`src/hw/eth_tx_pkg.sv`:
```
`default_nettype none

package eth_tx_pkg;

    // datapath widths, the lane arithmetic assumes four bytes per word
    localparam int XGMII_DATA_WIDTH  = 32;
    localparam int XGMII_CTRL_WIDTH  = 4;
    localparam int KEEP_WIDTH        = 4;
    localparam int CRC_WIDTH         = 32;
    localparam int STAT_WIDTH        = 32;
    localparam int FRAME_BYTES_WIDTH = 16;
    localparam int LANE_CNT_WIDTH    = $clog2(KEEP_WIDTH + 1);

    // on-wire byte values
    localparam logic [7:0] ETH_PREAMBLE = 8'h55;
    localparam logic [7:0] ETH_SFD      = 8'hD5;
    localparam logic [7:0] ETH_PAD      = 8'h00;
    localparam logic [7:0] XGMII_START  = 8'hFB;
    localparam logic [7:0] XGMII_TERM   = 8'hFD;
    localparam logic [7:0] XGMII_IDLE   = 8'h07;

    // 60 payload bytes before the FCS is the Ethernet minimum
    localparam int MIN_PAYLOAD_WORDS = 15;
    localparam int IFG_IDLE_WORDS    = 3;
    localparam int WORD_CNT_WIDTH    = $clog2(MIN_PAYLOAD_WORDS + 1);
    localparam int IFG_CNT_WIDTH     = $clog2(IFG_IDLE_WORDS + 1);
    localparam int FCS_BYTES         = CRC_WIDTH / 8;

    localparam logic [CRC_WIDTH-1:0] CRC_INIT = '1;
    // reflected form of the IEEE 802.3 polynomial 0x04C11DB7
    localparam logic [CRC_WIDTH-1:0] CRC_POLY = 32'hEDB88320;

    typedef enum logic [2:0] {
        IDLE,
        DATA,
        PADDING,
        FCS,
        IFG
    } tx_state_t;

    typedef struct packed {
        logic [XGMII_DATA_WIDTH-1:0] data;
        logic [XGMII_CTRL_WIDTH-1:0] ctrl;
        logic                        valid;
    } xgmii_word_t;

    typedef struct packed {
        logic [XGMII_DATA_WIDTH-1:0] data;
        logic [KEEP_WIDTH-1:0]       keep;
        logic                        last;
    } axis_word_t;

    // byte_count covers payload, padding and FCS but not the preamble
    typedef struct packed {
        logic                         strobe;
        logic [FRAME_BYTES_WIDTH-1:0] byte_count;
    } frame_done_t;

endpackage

`default_nettype wire

```
`src/hw/crc32.sv`:
```
`timescale 1ns/1ps
`default_nettype none

module crc32 (
    input  wire  [eth_tx_pkg::XGMII_DATA_WIDTH-1:0] i_data,
    input  wire  [eth_tx_pkg::KEEP_WIDTH-1:0]       i_byte_valid,
    input  wire  [eth_tx_pkg::CRC_WIDTH-1:0]        i_crc_state,
    output logic [eth_tx_pkg::CRC_WIDTH-1:0]        o_crc_state,
    output logic [eth_tx_pkg::CRC_WIDTH-1:0]        o_fcs
);
    import eth_tx_pkg::*;

    logic [CRC_WIDTH-1:0] crc_next;
    logic [7:0]           lane_byte;

    // bytes are folded in lowest lane first and each byte goes LSB first,
    // which is the order they leave on the wire
    always_comb begin
        crc_next  = i_crc_state;
        lane_byte = '0;
        for (int lane = 0; lane < KEEP_WIDTH; lane++) begin
            if (i_byte_valid[lane]) begin
                lane_byte = i_data[lane*8 +: 8];
                crc_next  = crc_next ^ {{(CRC_WIDTH-8){1'b0}}, lane_byte};
                for (int bit_idx = 0; bit_idx < 8; bit_idx++) begin
                    if (crc_next[0]) begin
                        crc_next = (crc_next >> 1) ^ CRC_POLY;
                    end else begin
                        crc_next = crc_next >> 1;
                    end
                end
            end
        end
    end

    // an all-zero mask leaves the state untouched, so the FCS can be
    // read out again on any later cycle until the next word arrives
    assign o_crc_state = crc_next;

    // complemented remainder, lane 0 holds the first FCS byte on the wire
    assign o_fcs = ~crc_next;

endmodule

`default_nettype wire

```
`src/hw/tx_mac.sv`:
```
`timescale 1ns/1ps
`default_nettype none

module tx_mac (
    input  wire                         i_clk,
    input  wire                         i_reset_n,
    input  wire                         i_s_axis_valid,
    input  wire eth_tx_pkg::axis_word_t i_s_axis_word,
    output logic                        o_s_axis_ready,
    input  wire                         i_xgmii_pause,
    output eth_tx_pkg::xgmii_word_t     o_xgmii,
    output eth_tx_pkg::frame_done_t     o_frame_done
);
    import eth_tx_pkg::*;

    tx_state_t                       state;
    logic [2*XGMII_DATA_WIDTH-1:0]   data_pipe;
    logic [2*XGMII_CTRL_WIDTH-1:0]   ctrl_pipe;
    logic                            adv;
    logic                            ready_q;
    logic                            xfer;
    logic [WORD_CNT_WIDTH-1:0]       word_cnt;
    logic [IFG_CNT_WIDTH-1:0]        ifg_cnt;
    logic                            term_set;
    logic [KEEP_WIDTH-1:0]           last_mask;
    logic [FRAME_BYTES_WIDTH-1:0]    byte_cnt;

    logic                            in_min_region;
    logic [XGMII_DATA_WIDTH-1:0]     decoded_data;
    logic [KEEP_WIDTH-1:0]           decoded_mask;
    logic [LANE_CNT_WIDTH-1:0]       decoded_bytes;

    logic [XGMII_DATA_WIDTH-1:0]     crc_data;
    logic [KEEP_WIDTH-1:0]           crc_mask;
    logic [CRC_WIDTH-1:0]            crc_state;
    logic [CRC_WIDTH-1:0]            crc_next;
    logic [CRC_WIDTH-1:0]            crc_fcs;

    logic [XGMII_DATA_WIDTH-1:0]     last_word;
    logic [XGMII_DATA_WIDTH-1:0]     fcs_lo;
    logic [XGMII_DATA_WIDTH-1:0]     fcs_hi;
    logic [XGMII_CTRL_WIDTH-1:0]     fcs_hi_ctrl;

    // a word moves through the pipeline on every cycle where adv is high,
    // adv is pause delayed by one and the output register adds the second
    assign xfer           = ready_q && i_s_axis_valid;
    assign o_s_axis_ready = ready_q;

    // unkept lanes become pad bytes, and inside the first 60 bytes the mask
    // is forced full so that padding of a short last word enters the CRC
    always_comb begin
        in_min_region = (word_cnt < MIN_PAYLOAD_WORDS);
        decoded_mask  = in_min_region ? {KEEP_WIDTH{1'b1}} : i_s_axis_word.keep;
        decoded_data  = {KEEP_WIDTH{ETH_PAD}};
        decoded_bytes = '0;
        for (int lane = 0; lane < KEEP_WIDTH; lane++) begin
            if (i_s_axis_word.keep[lane]) begin
                decoded_data[lane*8 +: 8] = i_s_axis_word.data[lane*8 +: 8];
            end
            if (decoded_mask[lane]) begin
                decoded_bytes = decoded_bytes + 1'b1;
            end
        end
    end

    crc32 u_crc32 (
        .i_data       (crc_data),
        .i_byte_valid (crc_mask),
        .i_crc_state  (crc_state),
        .o_crc_state  (crc_next),
        .o_fcs        (crc_fcs)
    );

    // the final payload word sits in the upper pipeline half when FCS starts,
    // the FCS fills its free lanes and the terminate follows right after
    always_comb begin
        last_word = data_pipe[2*XGMII_DATA_WIDTH-1 -: XGMII_DATA_WIDTH];
        case (last_mask)
            4'b0001: begin
                fcs_lo      = {crc_fcs[23:0], last_word[7:0]};
                fcs_hi      = {XGMII_IDLE, XGMII_IDLE, XGMII_TERM, crc_fcs[31:24]};
                fcs_hi_ctrl = 4'b1110;
            end
            4'b0011: begin
                fcs_lo      = {crc_fcs[15:0], last_word[15:0]};
                fcs_hi      = {XGMII_IDLE, XGMII_TERM, crc_fcs[31:16]};
                fcs_hi_ctrl = 4'b1100;
            end
            4'b0111: begin
                fcs_lo      = {crc_fcs[7:0], last_word[23:0]};
                fcs_hi      = {XGMII_TERM, crc_fcs[31:8]};
                fcs_hi_ctrl = 4'b1000;
            end
            default: begin
                fcs_lo      = last_word;
                fcs_hi      = crc_fcs;
                fcs_hi_ctrl = 4'b0000;
            end
        endcase
    end

    // pad words carry a full mask, everything else uses the decoded input
    always_ff @(posedge i_clk) begin
        crc_data <= (state == PADDING) ? {KEEP_WIDTH{ETH_PAD}} : decoded_data;
    end

    always_ff @(posedge i_clk) begin
        if (!i_reset_n) begin
            state        <= IDLE;
            adv          <= 1'b1;
            ready_q      <= 1'b0;
            data_pipe    <= {(2*KEEP_WIDTH){XGMII_IDLE}};
            ctrl_pipe    <= '1;
            o_xgmii      <= '{data: {KEEP_WIDTH{XGMII_IDLE}}, ctrl: '1, valid: 1'b1};
            o_frame_done <= '0;
            word_cnt     <= '0;
            ifg_cnt      <= '0;
            term_set     <= 1'b0;
            last_mask    <= '1;
            byte_cnt     <= '0;
            crc_mask     <= '0;
            crc_state    <= CRC_INIT;
        end else begin
            adv           <= !i_xgmii_pause;
            o_xgmii.valid <= adv;
            if (adv) begin
                o_xgmii.data <= data_pipe[XGMII_DATA_WIDTH-1:0];
                o_xgmii.ctrl <= ctrl_pipe[XGMII_CTRL_WIDTH-1:0];
            end

            ready_q             <= 1'b0;
            crc_mask            <= '0;
            crc_state           <= crc_next;
            o_frame_done.strobe <= 1'b0;

            case (state)
                IDLE: begin
                    // the low word leaving now is idle, so both halves can be
                    // replaced with the start word and the rest of the preamble
                    if (adv && i_s_axis_valid) begin
                        data_pipe <= {ETH_SFD, {6{ETH_PREAMBLE}}, XGMII_START};
                        ctrl_pipe <= {{(2*XGMII_CTRL_WIDTH-1){1'b0}}, 1'b1};
                        crc_state <= CRC_INIT;
                        word_cnt  <= '0;
                        byte_cnt  <= '0;
                        ifg_cnt   <= '0;
                        term_set  <= 1'b0;
                        ready_q   <= !i_xgmii_pause;
                        state     <= DATA;
                    end
                end
                DATA: begin
                    ready_q <= !i_xgmii_pause;
                    if (adv) begin
                        data_pipe <= {decoded_data,
                                      data_pipe[2*XGMII_DATA_WIDTH-1 -: XGMII_DATA_WIDTH]};
                        ctrl_pipe <= {{XGMII_CTRL_WIDTH{1'b0}},
                                      ctrl_pipe[2*XGMII_CTRL_WIDTH-1 -: XGMII_CTRL_WIDTH]};
                    end
                    if (xfer) begin
                        crc_mask <= decoded_mask;
                        byte_cnt <= byte_cnt + FRAME_BYTES_WIDTH'(decoded_bytes);
                        if (in_min_region) begin
                            word_cnt <= word_cnt + 1'b1;
                        end
                        if (i_s_axis_word.last) begin
                            ready_q   <= 1'b0;
                            last_mask <= decoded_mask;
                            state     <= (word_cnt < MIN_PAYLOAD_WORDS - 1) ? PADDING : FCS;
                        end
                    end
                end
                PADDING: begin
                    if (adv) begin
                        data_pipe <= {{KEEP_WIDTH{ETH_PAD}},
                                      data_pipe[2*XGMII_DATA_WIDTH-1 -: XGMII_DATA_WIDTH]};
                        ctrl_pipe <= {{XGMII_CTRL_WIDTH{1'b0}},
                                      ctrl_pipe[2*XGMII_CTRL_WIDTH-1 -: XGMII_CTRL_WIDTH]};
                        crc_mask  <= '1;
                        byte_cnt  <= byte_cnt + FRAME_BYTES_WIDTH'(KEEP_WIDTH);
                        word_cnt  <= word_cnt + 1'b1;
                        if (word_cnt == MIN_PAYLOAD_WORDS - 1) begin
                            state <= FCS;
                        end
                    end
                end
                FCS: begin
                    if (adv) begin
                        data_pipe <= {fcs_hi, fcs_lo};
                        ctrl_pipe <= {fcs_hi_ctrl, {XGMII_CTRL_WIDTH{1'b0}}};
                        if (fcs_hi_ctrl != '0) begin
                            term_set                <= 1'b1;
                            o_frame_done.strobe     <= 1'b1;
                            o_frame_done.byte_count <= byte_cnt + FRAME_BYTES_WIDTH'(FCS_BYTES);
                        end
                        state <= IFG;
                    end
                end
                IFG: begin
                    if (adv) begin
                        if (!term_set) begin
                            // full last word, so the terminate opens a word of its own
                            data_pipe <= {{(KEEP_WIDTH-1){XGMII_IDLE}}, XGMII_TERM,
                                          data_pipe[2*XGMII_DATA_WIDTH-1 -: XGMII_DATA_WIDTH]};
                            ctrl_pipe <= {{XGMII_CTRL_WIDTH{1'b1}},
                                          ctrl_pipe[2*XGMII_CTRL_WIDTH-1 -: XGMII_CTRL_WIDTH]};
                            term_set                <= 1'b1;
                            o_frame_done.strobe     <= 1'b1;
                            o_frame_done.byte_count <= byte_cnt + FRAME_BYTES_WIDTH'(FCS_BYTES);
                        end else begin
                            // one extra shift drains the terminate word, the idle
                            // emitted on the next start load completes the gap
                            data_pipe <= {{KEEP_WIDTH{XGMII_IDLE}},
                                          data_pipe[2*XGMII_DATA_WIDTH-1 -: XGMII_DATA_WIDTH]};
                            ctrl_pipe <= {{XGMII_CTRL_WIDTH{1'b1}},
                                          ctrl_pipe[2*XGMII_CTRL_WIDTH-1 -: XGMII_CTRL_WIDTH]};
                            if (ifg_cnt == IFG_IDLE_WORDS) begin
                                state <= IDLE;
                            end else begin
                                ifg_cnt <= ifg_cnt + 1'b1;
                            end
                        end
                    end
                end
                default: begin
                    state <= IDLE;
                end
            endcase
        end
    end

endmodule

`default_nettype wire

```
`src/hw/tx_stats.sv`:
```
`timescale 1ns/1ps
`default_nettype none

module tx_stats (
    input  wire                               i_clk,
    input  wire                               i_reset_n,
    input  wire eth_tx_pkg::frame_done_t      i_frame_done,
    output logic [eth_tx_pkg::STAT_WIDTH-1:0] o_frame_count,
    output logic [eth_tx_pkg::STAT_WIDTH-1:0] o_byte_count
);
    import eth_tx_pkg::*;

    logic [STAT_WIDTH:0] byte_sum;
    logic                frame_full;

    // one spare bit catches the carry so the byte counter can saturate
    assign byte_sum   = {1'b0, o_byte_count} + (STAT_WIDTH + 1)'(i_frame_done.byte_count);
    assign frame_full = &o_frame_count;

    always_ff @(posedge i_clk) begin
        if (!i_reset_n) begin
            o_frame_count <= '0;
            o_byte_count  <= '0;
        end else if (i_frame_done.strobe) begin
            if (!frame_full) begin
                o_frame_count <= o_frame_count + 1'b1;
            end
            if (byte_sum[STAT_WIDTH]) begin
                o_byte_count <= '1;
            end else begin
                o_byte_count <= byte_sum[STAT_WIDTH-1:0];
            end
        end
    end

endmodule

`default_nettype wire

```
`src/hw/eth_tx_top.sv`:
```
`timescale 1ns/1ps
`default_nettype none

module eth_tx_top (
    input  wire                               i_clk,
    input  wire                               i_reset_n,
    input  wire                               i_s_axis_valid,
    input  wire eth_tx_pkg::axis_word_t       i_s_axis_word,
    output logic                              o_s_axis_ready,
    input  wire                               i_xgmii_pause,
    output eth_tx_pkg::xgmii_word_t           o_xgmii,
    output logic [eth_tx_pkg::STAT_WIDTH-1:0] o_frame_count,
    output logic [eth_tx_pkg::STAT_WIDTH-1:0] o_byte_count
);
    import eth_tx_pkg::*;

    // one pulse per frame, raised when the terminate enters the pipeline
    frame_done_t frame_done;

    tx_mac u_tx_mac (
        .i_clk          (i_clk),
        .i_reset_n      (i_reset_n),
        .i_s_axis_valid (i_s_axis_valid),
        .i_s_axis_word  (i_s_axis_word),
        .o_s_axis_ready (o_s_axis_ready),
        .i_xgmii_pause  (i_xgmii_pause),
        .o_xgmii        (o_xgmii),
        .o_frame_done   (frame_done)
    );

    tx_stats u_tx_stats (
        .i_clk         (i_clk),
        .i_reset_n     (i_reset_n),
        .i_frame_done  (frame_done),
        .o_frame_count (o_frame_count),
        .o_byte_count  (o_byte_count)
    );

endmodule

`default_nettype wire

```
`config.mk`:
```
export PLATFORM = sky130hd
export DESIGN_NAME = eth_tx_top
export DESIGN_NICKNAME = d
export VERILOG_FILES = /design/src/hw/eth_tx_pkg.sv /design/src/hw/crc32.sv /design/src/hw/tx_mac.sv /design/src/hw/tx_stats.sv /design/src/hw/eth_tx_top.sv
export SDC_FILE = /design/constraint.sdc
export NUM_CORES = 1
export LEC_CHECK = 0
export BUFFER_PORTS_ARGS = -buffer_cell sky130_fd_sc_hd__buf_4
export CAP_MARGIN = 10
export CELL_PAD_IN_SITES_DETAIL_PLACEMENT = 2
export CELL_PAD_IN_SITES_GLOBAL_PLACEMENT = 2
export CORE_MARGIN = 2
export CORE_UTILIZATION = 42
export CTS_BUF_LIST = sky130_fd_sc_hd__clkbuf_4
export DETAILED_ROUTE_END_ITERATION = 10
export PLACE_DENSITY = 0.88
export SLEW_MARGIN = 20
export SYNTH_ARGS = -nofsm -noshare
export SYNTH_HDL_FRONTEND = slang
export SYNTH_SLANG_ARGS = --single-unit
```
`constraint.sdc`:
```
create_clock -name i_clk -period 7.75 [get_ports i_clk]
set_input_delay 0.775 -clock i_clk [delete_from_list [all_inputs] [get_ports i_clk]]
set_output_delay 0.775 -clock i_clk [all_outputs]
set_load 0.05 [all_outputs]
```
* After elaboration in Yosys (flattened, before gate mapping)
Cells that the tools add are included.
** Operators by class
- $add $sub $neg :: 9
- $lt $le $gt $ge :: 2
- Bitwise operators :: 38
- Reduce and logical (&&, ||, !) cells :: 23
- Muxes and demuxes :: 133
- Equal/unequal tests :: 24
** Operator list (number)
- $mux 32 :: 67
- $not 13->14 :: 32
- $mux 64 :: 5
- $pmux 64 s5 :: 1
- $pmux 32 s3 :: 2
- $xor 32x8->32 :: 4
- $mux 17 :: 4
- $mux 8 :: 8
- $mux 16 :: 3
- $pmux 16 s3 :: 1
- $mux 40 :: 1
- $mux 3 :: 12
- $pmux 17 s2 :: 1
- $add 32x16->33 :: 1
- $add 32x1->32 const B :: 1
- $not 32->32 :: 1
- $pmux 8 s4 :: 1
- $reduce_and 32->1 :: 1
- $mux 4 :: 7
- $reduce_and 5->1 :: 5
- $pmux 4 s3 :: 2
- $ne 2x1->1 const B :: 11
- $add 16x3->16 :: 1
- $add 16x3->16 const B :: 1
- 35 further kinds :: 56
** Storage, ports and cells
- Output and inout bits :: 102
- Bits of input ports :: 41
- Register bits :: 290

* Logic depth before layout (Yosys ltp)
Gate-level depths: netlist of the first run.
- Word-level depth :: 104
- Mapped depth :: 22
- Depth with buffers taken out :: 20

* By module
From an unflattened synthesis of the first run, not the netlist that was laid out.
** Second synthesis, totals
- Cells, all modules :: 2326
- Area total of the unflattened synthesis :: 20059.2 µm²
** Modules (own cells, without submodules)
- tx_mac :: area an instance 10039.6 µm², cells each 1161, seq. area each 4524.3 µm², times used 1
- crc32 :: area an instance 6311.1 µm², cells each 723, seq. area each 0.0 µm², times used 1
- tx_stats :: area an instance 3708.6 µm², cells each 442, seq. area each 1281.2 µm², times used 1

* Worst setup path after synthesis of the first run
Ideal clock, no wire load.
- Kind :: register -> register
- Start point :: reg u_tx_mac.crc_state[0]
- End point :: reg u_tx_mac.data_pipe[23]
- Buffers on the path :: 0
- Library setup time :: 0.132 ns
- Cell stages (with the launch flop) :: 18
- Data required time :: 7.618 ns
- Arrival time :: 5.219 ns
- Setup slack :: 2.399 ns
- Path through :: dfxtp_1 xnor2_4 xnor3_1 and4b_1 a2111oi_2 nand2_2 xor3_1 mux2_2 xnor3_2 or4b_2 o2111ai_1 nor4_4 xnor2_4 xor3_1 nand2_1 o21ai_1 a221oi_1 nor3_1
** On the way
- Longest elaborated chain between the ends :: 84
- Elaborated cells on any way between the ends :: 102
** Ends and longest elaborated chain
- start: declaration :: RTL line tx_mac.sv:35 : logic [CRC_WIDTH-1:0] crc_state;
- start signal: assignment :: RTL line tx_mac.sv:133 : crc_state <= crc_next;
- $xor 32x8->32 :: RTL line crc32.sv:24 : crc_next = crc_next ^ {{(CRC_WIDTH-8){1'b0}}, lane_byte};
- $mux 32 :: RTL line crc32.sv:26 : if (crc_next[0]) begin
- $mux 32 :: RTL line crc32.sv:22 : if (i_byte_valid[lane]) begin
- $mux 32 / $not 13->14 (equally long branches)
- $mux 32, on equally long branches :: RTL line crc32.sv:22, crc32.sv:26
- $mux 32, on equally long branches :: RTL line crc32.sv:26, crc32.sv:22
- $mux 32, on equally long branches :: RTL line crc32.sv:22, crc32.sv:26
- $mux 32, on equally long branches :: RTL line crc32.sv:26, crc32.sv:22
- (+68 left out)
- $mux 32, on equally long branches :: RTL line crc32.sv:22, crc32.sv:26
- $not 13->14 (no source line) / $mux 32 (equally long branches)
- $mux 32 :: RTL line crc32.sv:26
- $mux 32 (*) :: RTL line crc32.sv:22
- $not 32->32 (*) :: RTL line crc32.sv:41 : assign o_fcs = ~crc_next;
- $pmux 32 s3 (*) :: RTL line tx_mac.sv:78 : case (last_mask)
- $mux 64 (*) :: RTL line tx_mac.sv:188 : if (adv) begin
- $pmux 64 s5 (*) :: RTL line tx_mac.sv:136 : case (state)
- end signal: assignment :: RTL line tx_mac.sv:141 : data_pipe <= {ETH_SFD, {6{ETH_PREAMBLE}}, XGMII_START};
- end signal: assignment :: RTL line tx_mac.sv:189 : data_pipe <= {fcs_hi, fcs_lo};
- end signal: assignment :: RTL line tx_mac.sv:203 : data_pipe <= {{(KEEP_WIDTH-1){XGMII_IDLE}}, XGMII_TERM,
- end: declaration :: RTL line tx_mac.sv:17 : logic [2*XGMII_DATA_WIDTH-1:0] data_pipe;
Every way passes the cells marked *; elsewhere a longest branch is shown, timed or not. The select of a mux whose other input is x is not followed.
A chain may end at the register's enable or synchronous reset.

* Worst setup path in the final report of the first run
- Start point :: reg u_tx_mac.crc_state[2]
- End point :: reg u_tx_mac.data_pipe[57]
** On the way
- Longest elaborated chain between the ends :: 82
- Elaborated cells on any way between the ends :: 98
** Ends and longest elaborated chain (RTL line)
- $xor 32x8->32 :: crc32.sv:24
- $mux 32 :: crc32.sv:26
- $mux 32 :: crc32.sv:22
- $mux 32 :: crc32.sv:26
- $mux 32 :: crc32.sv:22
- $mux 32 :: crc32.sv:26
- $mux 32 :: crc32.sv:22
- $mux 32 / $not 13->14 (equally long branches)
- (+66 left out)
- $mux 32 :: crc32.sv:26
- $mux 32 :: crc32.sv:22
- $mux 32 :: crc32.sv:26
- $mux 32 (*) :: crc32.sv:22
- $not 32->32 (*) :: crc32.sv:41
- $pmux 32 s3 (*) :: tx_mac.sv:78
- $mux 64 (*) :: tx_mac.sv:188
- $pmux 64 s5 (*) :: tx_mac.sv:136
Marked as above.

==> results by stage, run 1 <==
Status:
- The run finished with clean final reports.

Drt:
- Using the TritonRoute via totals, the vias-per-cell ratio works out to 6.295.
- The detailed router finished its first iteration with around 1500 violations.
- Wires add up to around 90000 µm.
- In this run the remaining antenna-violating nets after routing total 0.
- The via count is 18350.
- The mean routed wirelength per cell is between 30 and 40 µm.
- The number of iterations in the first detailed-routing pass is 5.
- After detailed routing, the number of remaining DRC violations is 0.

Cells and area:
- The proportion of layout cells with a drive suffix above 1 is between 15 and 20%.
- Compared with the post-synthesis result, the final layout area differs by 14.14%.
- Excluding fillers, the count of instances in the completed layout stands at between 2000 and 3000.
- The final net count is 2336.

STA:
- The achievable clock frequency is ~150 MHz.
- At the pin with the least slew margin, the transition time is ~1.1 ns.
- The routed design could run at a clock period as short as a little under 7 ns.
- The max-slew violation count was 0.
- The share of the clock period used by the worst path after layout is between 80% and 90%.
- The worst clock skew is about 0.070 ns.
- Setup repair after global routing left no endpoint under its margin.
- The count of final hold-check violations was 0.
- The worst hold slack across all endpoints is 0.1096 ns.
- After routing, the total negative slack on setup checks comes to 0 ns.
- Headroom to the max-slew limit came out at between 20% and 30%.
- Setup violations remaining at the end of the flow were counted as 0.

Floorplan:
- In this run the vertical extent of the chip is ~210 µm.
- The standard-cell row count is between 70 and 80.
- The floorplan step defined a die boundary enclosing approximately 46000 µm².
- In this run the count of I/O pins placed on the die edge is approximately 140.
- Measured along the x axis, the die boundary spans between 200 and 250 µm.
- The core region area is approximately 43000 µm².
- The starting density of the core is a little over two fifths.

Min path:
- In this run the worst hold path is classified as in2reg.

GRT:
- The first global-routing pass estimated 134100 µm of wire.
- The number of global-route vias before repair is about 20000.
- Entering global routing, the biggest net connects 100 pins.
- The overall fraction of global-route tracks in use is 38.44%.
- For this run the aggregate overflow at the end of global routing stands at 0.
- The number of antenna violations at the first check in global routing is 3.

Power and ir drop:
- The standby leakage power is 8.458 nW.
- The highest ir drop seen on vdd is between 0.1 and 0.15 mV.
- The total power per unit cell area is between 200 and 250 nW/µm².

Yosys:
- Counting every net in the synthesized netlist gives between 2000 and 2500.
- The predominant post-synthesis flop cell is sky130_fd_sc_hd__dfxtp_1.
- The number of distinct standard cells referenced by the synthesized netlist is 93.
- The share of the Yosys chip area taken by registers is 31.35%.
- In this run, synthesis inferred 0 flip-flops with an integrated enable.
- Counting flops and latches in the post-synthesis netlist gives slightly below 300.
- In this run the cell area of the synthesized design comes to about 19000 µm².
- The average instance in the mapped netlist occupies 8.650 µm².
- The fraction of registers with async set/reset is 0%.
- The count of warnings emitted by yosys is 0.
- The post-synthesis instance total is approximately 2100.

Critical path:
- The kind of end point of the critical path is a register.
- The category of the worst setup path launch point is a register.
- The worst register-to-register path has a setup slack of between 0.8 and 0.9 ns.
- Counting both buffers and inverters, the worst setup path holds a total of 0.
- The endpoint arrival time on the critical path is ~7.7 ns.
- The largest driver fanout on the critical path is 8.
- STA puts the critical path data required time at ~8.5 ns.
- The critical path goes through xor2_4 > xnor3_1 > mux2i_4 > xor3_1 > o21ai_1 > xor2_2 > xnor3_1 > a21o_1 > a31oi_2 > xor2_2 > xor2_2 > xor2_1 > xor2_1 > mux2i_1 > a211oi_1 > a311oi_1 > o21ai_1.
- The most frequent cell on the critical path is sky130_fd_sc_hd__xor2_2.
- The slowest stage of the critical path is the sky130_fd_sc_hd__dfxtp_1 cell.
- The path type of the worst setup path is reg2reg.
- Broken down by cell family, the worst path's largest delay share belongs to XOR/XNOR gates.
- The highest cell delay on the worst timing path is approximately 0.61 ns.

Clock network:
- The TritonCTS clock tree is done.
- The number of CTS-inserted buffers is 83.
- The H-tree level count is 3.
- The later pin in the worst-skew pair is clocked with a latency of a little under 0.9 ns.
- The number of buffers on the longest clock path is 3.
- The number of setup buffers added after CTS is 0.
- The clock sink total is between 200 and 300.
- The number of cells upsized or downsized after cts is 0.
- The clock-pin slew of the registers on the worst-case setup and hold paths is approximately 0.080 ns.
- The quantity of hold-fixing buffers added after cts is 0.
- The buffer type at the clock tree root is sky130_fd_sc_hd__clkbuf_4.

Job:
- The tool flagged a number of max-cap violations equal to 0.

Placement:
- The number of buffers added on ports is approximately 140.
- Once detailed placement completed, the half-perimeter wirelength came to about 59000 µm.
- The placed instance count is roughly 2800.
- The congestion estimate from routability-driven global placement came to approximately 0.98.
## per-layer routing
metal  global-route usage, %  routed length (µm)
met1                   45.90               35240
met3                   8.052                6565
met5                       0                   0
met4                   17.69                4700
met2                   66.14               43350
## layout make-up
type / count / area, µm²
Fill cell: 4682 / 22130
Clock inverter: 20 / 142.6
Clock buffer: 124 / 930.9
Inverter: 42 / 160.2
Timing Repair Buffer: 167 / 1257
Multi-Input combinational cell: 1682 / 12090
Antenna cell: 5 / 12.51
Tap cell: 585 / 732.0
Sequential cell: 290 / 5811
## Yosys cell counts, drive strengths merged, types with 7 or more instances
library cell,number,area (µm²)
a21oi,149,757.0
a221oi,20,175.2
nand3,61,305.3
ha,27,337.8
mux2i,113,1164
nand2b,20,125.1
a22oi,8,60.06
xor2,93,908.4
nor2,231,874.6
or3,8,50.05
nand4,18,112.6
a21boi,12,90.09
xnor2,190,1856
a21o,13,97.59
mux2,17,191.4
o21a,12,90.09
or2,7,43.80
and2,11,68.82
nor2b,9,56.30
o221ai,9,78.83
o21ai,140,704.4
a221o,9,90.09
and4,7,61.31
xor3,16,381.6
dfxtp,290,5806
nor3b,7,52.55
nand2,217,817.0
clkbuf,104,390.4
nor3,38,190.2
xnor3,38,857.1
buf,23,96.34
a211oi,26,200.2
o211ai,17,127.6
a31oi,27,190.2
inv,40,150.1
and3,31,193.9
## kinds of logic (layout without fill, tap and decap cells)
logic type	Yosys count	count (layout)	share of synthesized area [%]
fa+ha+maj	29	29	2.040
buf+inv	169	353	3.479
compound gates	506	506	17.53
xor+xnor	337	337	21.61
other cells	0	5	0
mux	130	130	7.317
flops	290	290	31.35
simple gates	680	680	16.67
## report_power, final
group | internal, W | switching (W)
combinational | 0.000490 | 0.000771
clock | 0.000797 | 0.000802
sequential | 0.00156 | 0.0000860
## sequential cells by signal, summed over array words and instances, names as in the netlist, 3 cells and up
register / cells
u_tx_mac.crc_state: 32
u_tx_mac.o_frame_done: 17
u_tx_stats.o_frame_count: 32
u_tx_mac.crc_data: 32
u_tx_mac.ctrl_pipe: 8
u_tx_mac.crc_mask: 4
u_tx_mac.data_pipe: 64
u_tx_mac.o_xgmii: 37
u_tx_mac.state: 3
u_tx_stats.o_byte_count: 32
u_tx_mac.last_mask: 4
u_tx_mac.byte_cnt: 16
u_tx_mac.word_cnt: 4
## layout by cell type, fill, tap and decap left out, drive strengths merged, types with 20 or more instances in the layout
master / count
buf: 167
nand2: 217
nand2b: 20
mux2i: 113
nand3: 61
xnor3: 38
inv: 42
and3: 31
clkbuf: 124
a31oi: 27
xnor2: 190
nor2: 231
o21ai: 140
dfxtp: 290
a21oi: 149
xor2: 93
nor3: 38
ha: 27
a221oi: 20
a211oi: 26
## through the flow
step,util [%],area [µm²],total power [W],setup WS [ns]
after floorplan,-,18520,0.002509,2.399
after global placement,46.32,20040,0.002822,1.401
after detailed placement,46.32,20040,0.002866,1.193
after CTS,48.81,21120,0.004481,0.9931
after global routing,48.84,21130,0.004652,0.7364
final,48.85,21140,0.004509,0.8719
## path summary, 6_finish.rpt
check                                                       start                             endpoint  cells past startpoint
worst max-delay path             u_tx_mac.crc_state[2]$_SDFF_PN1_  u_tx_mac.data_pipe[57]$_SDFFE_PN1P_                     17
worst min-delay path                                i_xgmii_pause              u_tx_mac.adv$_SDFF_PN1_                      2
worst max register to register   u_tx_mac.crc_state[2]$_SDFF_PN1_  u_tx_mac.data_pipe[57]$_SDFFE_PN1P_                     17
worst min register to register  u_tx_mac.o_xgmii[23]$_SDFFE_PN1P_    u_tx_mac.o_xgmii[23]$_SDFFE_PN1P_                      2
No activity file was read; power rests on OpenSTA's default activity.
==> inputs of run 2 (changes only) <==
Settings changed: ABC_AREA from default to 1, CORE_UTILIZATION 42 to 37, PLACE_DENSITY 0.88 to 0.87.
==> results by stage, run 2 <==
STA:
- The slew at the pin closest to its max-slew limit is 1.248 ns (was 1.098 ns).
- RSZ-0062 raised after global routing: false (unchanged).
- The worst clock skew came to 0.06288 ns (was 0.06996 ns).
- The max-slew violation count was 0 (unchanged).
- The final setup violation count was 0 (unchanged).
- The final sum of negative setup slack came to 0 ns (unchanged).
- The final period demand of the worst path came to 5.400 ns (was 6.878 ns).
- The worst slew slack as a fraction of its limit came to 16.06% (was 26.73%).
- The share of the clock period used by the worst path after layout is 69.67% (was 88.75%).
- The count of final hold-check violations is 0 (unchanged).
- The final worst-path setup slack is 2.350 ns (was 0.8719 ns).
- The achievable clock frequency came to 185.2 MHz (was 145.4 MHz).

Yosys:
- The count of warnings emitted by yosys is 0 (unchanged).
- Cell types with the largest area share after synthesis: sky130_fd_sc_hd__dfxtp_1 (28%), sky130_fd_sc_hd__nand2_1 (20%), sky130_fd_sc_hd__nand3_1 (9.3%), sky130_fd_sc_hd__inv_1 (5.2%), sky130_fd_sc_hd__o21ai_0 (4.5%) (was sky130_fd_sc_hd__dfxtp_1 (31%), sky130_fd_sc_hd__xnor2_1 (8.1%), sky130_fd_sc_hd__mux2i_1 (5.9%), sky130_fd_sc_hd__nor2_1 (4.7%), sky130_fd_sc_hd__xnor3_1 (4.5%)).
- The share of the synthesized area in the top cell type is 27.69% (was 31.35%).
- The synthesized area per cell is 6.200 µm² (was 8.650 µm²).
- The most frequently used cell type in the post-synthesis netlist is sky130_fd_sc_hd__nand2_1 (was sky130_fd_sc_hd__dfxtp_1).
- The cell area after synthesis is 20970 µm² (was 18520 µm²).
- The number of synthesized flops with an enable pin is 0 (unchanged).
- The number of distinct standard cells referenced by the synthesized netlist is 69 (was 93).
- The register bit count reported by yosys is 290 (unchanged).
- The cell type with the largest total area after synthesis is sky130_fd_sc_hd__dfxtp_1 (unchanged).
- The fraction of registers with async set/reset was 0% (unchanged).
- The predominant post-synthesis flop cell is sky130_fd_sc_hd__dfxtp_1 (unchanged).
- The post-synthesis instance total is 3382 (was 2141).
- The post-synthesis net count is 3452 (was 2211).
- The part of the Yosys area used for sequential elements is 27.69% (was 31.35%).
- List of most frequent post-synthesis cells: sky130_fd_sc_hd__nand2_1 (1105), sky130_fd_sc_hd__nand3_1 (391), sky130_fd_sc_hd__inv_1 (293) (was sky130_fd_sc_hd__dfxtp_1 (290), sky130_fd_sc_hd__nor2_1 (230), sky130_fd_sc_hd__nand2_1 (216)).

Clock network:
- The number of cells upsized or downsized after cts was 0 (unchanged).
- The clock-pin slew of the registers on the worst-case setup and hold paths is 0.08 ns (about the same).
- The H-tree level count was 3 (unchanged).
- The number of CTS-inserted buffers is 80 (was 83).
- The TritonCTS clock tree is done (unchanged).
- The clock network latency to the later pin of the worst-skew pair is 0.82 ns (was 0.88 ns).
- The buffer type at the clock tree root is sky130_fd_sc_hd__clkbuf_4 (unchanged).
- The clock sink total is 290 (unchanged).
- The number of buffers on the longest clock path is 3 (unchanged).
- The quantity of hold-fixing buffers added after cts is 0 (unchanged).
- The number of setup buffers added after CTS came to 0 (unchanged).

Placement:
- The number of buffers added on ports was 142 (unchanged).
- The worst setup timing slack at the placement stage is 2.533 ns (was 1.193 ns).
- The placed wire-length estimate after detailed placement is 80390 µm (was 59180 µm).
- The placed instance count is 4186 (was 2766).
- The routability-driven placement congestion ratio is 0.9630 (was 0.9759).
- The total cell area at the placement stage came to 22670 µm² (was 20040 µm²).

Critical path:
- The category of the worst setup path launch point was a register (unchanged).
- The kind of end point of the critical path is a register (unchanged).
- The endpoint arrival time on the critical path is 6.09 ns (was 7.67 ns).
- The critical path required time is 8.44 ns (was 8.54 ns).
- The most frequent cell on the critical path is sky130_fd_sc_hd__inv_1 (was sky130_fd_sc_hd__xor2_2).
- The largest driver fanout on the critical path was 5 (was 8).
- The highest cell delay on the worst timing path came to 0.50 ns (was 0.61 ns).
- The slowest stage cell on the critical path is sky130_fd_sc_hd__nor4_1 (was sky130_fd_sc_hd__dfxtp_1).
- The path type of the worst setup path is reg2reg (unchanged).

Floorplan:
- The die span in y came to 242.1 µm (was 214.0 µm).
- The core region area was 56170 µm² (was 43270 µm²).
- The top-level I/O count is 143 (unchanged).
- The standard-cell row count is 87 (was 76).
- The x dimension of the die was 242.1 µm (was 214.0 µm).
- The die footprint is 58590 µm² (was 45790 µm²).
- The starting density of the core is 37.33% (was 42.80%).

Cells and area:
- The final net count came to 3582 (was 2336).
- The layout filler cell count is 7023 (was 4682).
- The fraction of the core area covered by cells at the end of the flow is 42.27% (was 48.85%).
- The register bank with the most flops was u_tx_mac.data_pipe (unchanged).
- The final non-filler cell total came to 4328 (was 2915).
- The number of flip-flops in the largest register is 64 (unchanged).
- Largest registers: u_tx_mac.data_pipe x64, u_tx_mac.o_xgmii x37 (unchanged).
- The leading cell type in the layout, fill and taps excluded is sky130_fd_sc_hd__nand2_1 (was sky130_fd_sc_hd__dfxtp_1).
- Most frequent cells in the layout: sky130_fd_sc_hd__nand2_1 (1105), sky130_fd_sc_hd__nand3_1 (391), sky130_fd_sc_hd__inv_1 (293) (was sky130_fd_sc_hd__dfxtp_1 (286), sky130_fd_sc_hd__nor2_1 (229), sky130_fd_sc_hd__nand2_1 (216)).
- The post-route cell area is 23750 µm² (was 21140 µm²).
- The proportion of layout cells with a drive suffix above 1 was 15.67% (was 16.34%).
- The area growth from synthesis to final layout is 13.25% (was 14.14%).

Drt:
- The highest routed metal layer is met5 (was met4).
- The total length of routed wires is 112200 µm (was 89850 µm).
- The met1 wire length was 44570 µm (was 35240 µm).
- The detailed-routed wire length on met3 came to 5750 µm (was 6565 µm).
- The post-route DRC violation count is 0 (unchanged).
- The final antenna-violating net count is 0 (unchanged).
- The sum of met2 wire segment lengths after detailed routing is 54870 µm (was 43350 µm).
- The via count is 25180 (was 18350).
- The detail-routed via count per cell was 5.818 (was 6.295).
- The number of iterations in the first detailed-routing pass came to 6 (was 5).
- The mean routed wirelength per cell is 25.92 µm (was 30.82 µm).
- The DRC violation total after the first TritonRoute iteration is 1741 (was 1508).

Power and ir drop:
- The highest ir drop seen on vdd is 0.1491 mV (was 0.1260 mV).
- The switching power total is 0.005848 W (was 0.001659 W).
- The power share of the clock group is 15.5% (was 35.4%).
- The internal power is 0.004327 W (was 0.002850 W).
- The standby leakage power is 11.22 nW (was 8.458 nW).
- The proportion of power drawn by combinational gates was 64.0% (was 28.0%).
- The part of the total power dissipated in sequential elements is 20.6% (was 36.6%).
- The total power per unit cell area is 428.5 nW/µm² (was 213.3 nW/µm²).
- The fraction of power spent switching nets is 57.48% (was 36.79%).

GRT:
- The overall fraction of global-route tracks in use was 37.44% (was 38.44%).
- The maximum number of pins on one net before global-route repair is 91 (was 100).
- The sum of overflow across all layers after global routing came to 0 (unchanged).
- The number of antenna violations at the first check in global routing is 4 (was 3).
- The global-route wire length before repair is 170700 µm (was 134100 µm).
- The number of global-route vias before repair is 27710 (was 20370).

Job:
- The count of maximum capacitance violations came to 0 (unchanged).

Status:
- Run status: finished, final reports clean (unchanged).

Min path:
- The class of the tightest hold or removal check is in2reg (unchanged).
run 2: power by group through the flow:
stage | Clock [W] | Sequential, W | Combinational, W
after floorplan | 0 | 0.00206 | 0.00417
after global placement | 0 | 0.00207 | 0.00594
after detailed placement | 0 | 0.00209 | 0.00625
after CTS | 0.00159 | 0.00208 | 0.00637
after global routing | 0.00168 | 0.00211 | 0.00700
final | 0.00158 | 0.00209 | 0.00651
run 2: critical path: cells and delay by family (launching register included):
family | cells | cell delay (ns)
and+or+nand+nor | 9 | 2.21
buffers and inverters | 7 | 0.63
DFF | 1 | 0.42
adders and majority gates | 4 | 1.21
AOI/OAI and AO/OA | 5 | 0.82
run 2: final cells by class:
cell class	instances	area, µm²	area share [%]
timing repair buffer	166	1246	5.248
sequential	290	5806	24.45
clock inverter	25	211.5	0.8905
clock buffer	113	848.3	3.573
tap	756	945.9	3.984
multi-input combinational	2653	13470	56.72
antenna	4	10.01	0.04215
inverter	321	1210	5.095
run 2: worst paths after layout:
| path | startpoint | endpoint | slack, ns | cells after the start |
|---|---|---|---|---|
| max | u_tx_mac.word_cnt[1]$_SDFFE_PN0P_ | u_tx_mac.byte_cnt[14]$_SDFFE_PN0P_ | 2.35 | 25 |
| min | i_xgmii_pause | u_tx_mac.adv$_SDFF_PN1_ | 0.20 | 2 |
| max reg2reg | u_tx_mac.word_cnt[1]$_SDFFE_PN0P_ | u_tx_mac.byte_cnt[14]$_SDFFE_PN0P_ | 2.35 | 25 |
| min reg2reg | u_tx_mac.o_xgmii[29]$_SDFFE_PN1P_ | u_tx_mac.o_xgmii[29]$_SDFFE_PN1P_ | 0.47 | 2 |
run 2: metal layers:
layer / track usage (%) / vias up
met4: 22.39 / 2
met3: 5.340 / 319
met5: 0 / -
met1: 43.08 / 12650
met2: 65.86 / 932
li1: - / 11280
run 2: cell families (layout without fill, tap and decap cells):
logic type,count (synthesis),in the layout,share of synthesized area [%]
flops,290,290,27.69
xor+xnor,113,113,5.239
compound gates,477,477,12.65
fa+ha+maj,29,29,1.802
buf+inv,439,625,8.181
simple gates,2034,2034,44.44
other cells,0,4,0
run 2: stage by stage:
step                      power [W]  hold slack [ns]
after global placement     0.008005           0.4422
after CTS                   0.01004           0.1551
after global routing        0.01078           0.1594
final                       0.01017           0.2017
after floorplan            0.006230           0.4292
after detailed placement   0.008335           0.4566
==> inputs of run 3 (changes only) <==
Settings changed: CORE_UTILIZATION 37 to 34, PLACE_DENSITY 0.87 to 0.81.
Clock period 7.75 ns to 5.2 ns, I/O delays scaled along.
==> results by stage, run 3 (synthesized netlist as in run 2, its figures left out) <==
Status:
- Run status: finished, final reports clean (unchanged).

STA:
- The final period demand of the worst path is 4.931 ns (was 5.400 ns).
- The final setup violation count is 0 (unchanged).
- The slew at the pin closest to its max-slew limit is 0.9970 ns (was 1.248 ns).
- The worst slew slack as a fraction of its limit is 33.38% (was 16.06%).
- The count of final hold-check violations is 0 (unchanged).
- The achievable clock frequency is 202.8 MHz (was 185.2 MHz).
- The worst clock skew was 0.07876 ns (was 0.06288 ns).
- The share of the clock period used by the worst path after layout is 94.83% (was 69.67%).
- RSZ-0062 raised after global routing: true (was false).
- The max-slew violation count was 0 (unchanged).

GRT:
- The number of antenna violations at the first check in global routing is 3 (was 4).
- The sum of overflow across all layers after global routing is 0 (unchanged).
- The number of global-route vias before repair is 26580 (was 27710).
- The maximum number of pins on one net before global-route repair is 91 (unchanged).
- The overall fraction of global-route tracks in use is 32.49% (was 37.44%).
- The global-route wire length before repair is 159300 µm (was 170700 µm).

Drt:
- The post-route DRC violation count is 0 (unchanged).
- The DRC violation total after the first TritonRoute iteration is 1370 (was 1741).
- The total length of routed wires is 104500 µm (was 112200 µm).
- The mean routed wirelength per cell was 23.88 µm (was 25.92 µm).
- The final antenna-violating net count is 0 (unchanged).
- The via count was 24520 (was 25180).
- The detail-routed via count per cell was 5.602 (was 5.818).
- The number of iterations in the first detailed-routing pass was 5 (was 6).

Floorplan:
- The top-level I/O count is 143 (unchanged).
- The x dimension of the die was 252.3 µm (was 242.1 µm).
- The standard-cell row count was 91 (was 87).
- The die footprint is 63670 µm² (was 58590 µm²).
- The starting density of the core is 34.17% (was 37.33%).
- The die span in y is 252.3 µm (was 242.1 µm).
- The core region area was 61370 µm² (was 56170 µm²).

Placement:
- The total cell area at the placement stage is 22850 µm² (was 22670 µm²).
- The routability-driven placement congestion ratio is 0.9444 (was 0.9630).
- The placed instance count is 4235 (was 4186).
- The placed wire-length estimate after detailed placement is 80920 µm (was 80390 µm).
- The number of buffers added on ports came to 142 (unchanged).

Power and ir drop:
- The internal power is 0.006451 W (was 0.004327 W).
- The power share of the clock group is 14.6% (was 15.5%).
- The part of the total power dissipated in sequential elements is 20.8% (was 20.6%).
- The fraction of power spent switching nets is 56.68% (was 57.48%).
- The standby leakage power is 11.35 nW (was 11.22 nW).
- The proportion of power drawn by combinational gates came to 64.6% (was 64.0%).
- The total power came to 0.01489 W (was 0.01017 W).
- The switching power total is 0.008439 W (was 0.005848 W).
- The total power per unit cell area is 619.9 nW/µm² (was 428.5 nW/µm²).
- The highest ir drop seen on vdd was 0.1894 mV (was 0.1491 mV).

Cells and area:
- The leading cell type in the layout, fill and taps excluded is sky130_fd_sc_hd__nand2_1 (unchanged).
- Largest registers: u_tx_mac.data_pipe x64, u_tx_mac.o_xgmii x37 (unchanged).
- The fraction of the core area covered by cells at the end of the flow is 39.14% (was 42.27%).
- Most frequent cells in the layout: sky130_fd_sc_hd__nand2_1 (1101), sky130_fd_sc_hd__nand3_1 (390), sky130_fd_sc_hd__inv_1 (293) (was sky130_fd_sc_hd__nand2_1 (1105), sky130_fd_sc_hd__nand3_1 (391), sky130_fd_sc_hd__inv_1 (293)).
- The area growth from synthesis to final layout is 14.55% (was 13.25%).
- The proportion of layout cells with a drive suffix above 1 is 16.23% (was 15.67%).
- The final non-filler cell total is 4377 (was 4328).
- The register bank with the most flops is u_tx_mac.data_pipe (unchanged).
- The post-route cell area is 24020 µm² (was 23750 µm²).
- The layout filler cell count was 7566 (was 7023).
- The final net count is 3608 (was 3582).
- The number of flip-flops in the largest register is 64 (unchanged).

Clock network:
- The buffer type at the clock tree root is sky130_fd_sc_hd__clkbuf_4 (unchanged).
- The number of CTS-inserted buffers is 80 (unchanged).
- The number of buffers on the longest clock path was 3 (unchanged).
- The H-tree level count is 3 (unchanged).
- The clock-pin slew of the registers on the worst-case setup and hold paths was 0.07 ns (was 0.08 ns).
- The TritonCTS clock tree is done (unchanged).
- The clock sink total was 290 (unchanged).
- The clock network latency to the later pin of the worst-skew pair is 0.82 ns (about the same).

Job:
- The count of maximum capacitance violations came to 0 (unchanged).

Critical path:
- The cell type group with the largest total delay on the critical path is simple AND/OR/NAND/NOR gates (unchanged).
- The path type of the worst setup path is reg2reg (unchanged).
- The endpoint arrival time on the critical path came to 5.60 ns (was 6.09 ns).
- The reg-to-reg startpoint was u_tx_mac.crc_state[6]$_SDFF_PN1_ (was u_tx_mac.word_cnt[1]$_SDFFE_PN0P_).
- The highest cell delay on the worst timing path is 0.41 ns (was 0.50 ns).
- The critical path launch point is u_tx_mac.crc_state[6]$_SDFF_PN1_ (was u_tx_mac.word_cnt[1]$_SDFFE_PN0P_).
- The slowest stage cell on the critical path is sky130_fd_sc_hd__dfxtp_1 (was sky130_fd_sc_hd__nor4_1).
- The worst path buffer plus inverter count was 6 (was 7).
- The largest driver fanout on the critical path was 6 (was 5).
- The category of the worst setup path launch point was a register (unchanged).
- The most frequent cell on the critical path was sky130_fd_sc_hd__nand2_1 (was sky130_fd_sc_hd__inv_1).
- The kind of end point of the critical path is a register (unchanged).
- The critical path required time is 5.87 ns (was 8.44 ns).

Min path:
- The startpoint of the tightest hold check path is i_s_axis_word[27] (was i_xgmii_pause).
- The class of the tightest hold or removal check is in2reg (unchanged).
run 3: cell count changes in the layout (fill, tap and decap cells not counted), moves of 2 or more:
cell	previous run	this run
sky130_fd_sc_hd__nand2_1	1105	1101
sky130_fd_sc_hd__buf_4	166	179
sky130_fd_sc_hd__clkinv_4	1	3
sky130_fd_sc_hd__dlygate4sd3_1	0	11
sky130_fd_sc_hd__diode_2	4	1
sky130_fd_sc_hd__clkinv_1	24	17
sky130_fd_sc_hd__clkinvlp_4	2	0
sky130_fd_sc_hd__buf_12	0	2
sky130_fd_sc_hd__clkbuf_4	113	111
sky130_fd_sc_hd__inv_2	21	23
sky130_fd_sc_hd__nand2_2	111	114
run 3: routing by layer:
| metal | wire (µm) | track usage [%] | up-vias |
|---|---|---|---|
| met1 | 44200 | 39.38 | 12340 |
| met3 | 4772 | 4.274 | 216 |
| met2 | 50210 | 56.36 | 645 |
| met5 | 31 | 0 | - |
| li1 | - | - | 11320 |
| met4 | 5311 | 16.35 | 4 |
run 3: area by class of cell:
type                            instances  area, µm²  share of cell area [%]
Tap cell                              790      988.4                   4.115
Multi-Input combinational cell       2653      13520                   56.29
Antenna cell                            1      2.502                 0.01042
Timing Repair Buffer                  192       1494                   6.220
Sequential cell                       290       5806                   24.17
Inverter                              321       1210                   5.037
Clock buffer                          111      833.3                   3.469
Clock inverter                         19      165.2                  0.6876
run 3: worst paths after layout:
kind,to,slack [ns],cells after the start
worst max-delay path,u_tx_mac.data_pipe[33]$_SDFFE_PN1P_,0.27,34
worst min-delay path,u_tx_mac.crc_data[22]$_SDFF_PP0_,0.06,3
worst max register to register,u_tx_mac.data_pipe[33]$_SDFFE_PN1P_,0.27,34
worst min register to register,u_tx_mac.ctrl_pipe[5]$_SDFFE_PN1P_,0.47,2
run 3: metrics by stage:
| step | setup TNS, ns | hold slack [ns] | setup slack, ns |
|---|---|---|---|
| after detailed placement | 0 | 0.4565 | 0.1909 |
| after global routing | -0.01655 | 0.04989 | -0.01655 |
| final | 0 | 0.06093 | 0.2690 |
| after floorplan | 0 | 0.4292 | 0.9774 |
| after CTS | 0 | 0.004382 | 0.01925 |
| after global placement | 0 | 0.4396 | 0.3934 |
run 3: power by group through the flow:
stage	sequential [W]	combinational (W)	clock, W
after floorplan	0.00307	0.00621	0
after global placement	0.00308	0.00895	0
after detailed placement	0.00311	0.00939	0
after CTS	0.00307	0.00949	0.00224
after global routing	0.00312	0.0104	0.00235
final	0.00309	0.00962	0.00218
run 3: timing repair:
action                                  in CTS  in global routing
buffers inserted                             0                  0
hold endpoints to repair                    13                  0
hold buffers                                11                  0
endpoints found under the setup margin       0                 47
gates resized for setup                      0                 13
run 3: worst min-delay path: cells and delay by family:
kind | cells | cell delay (ns)
buffers and inverters | 1 | 0.14
AND/OR/NAND/NOR | 2 | 0.13
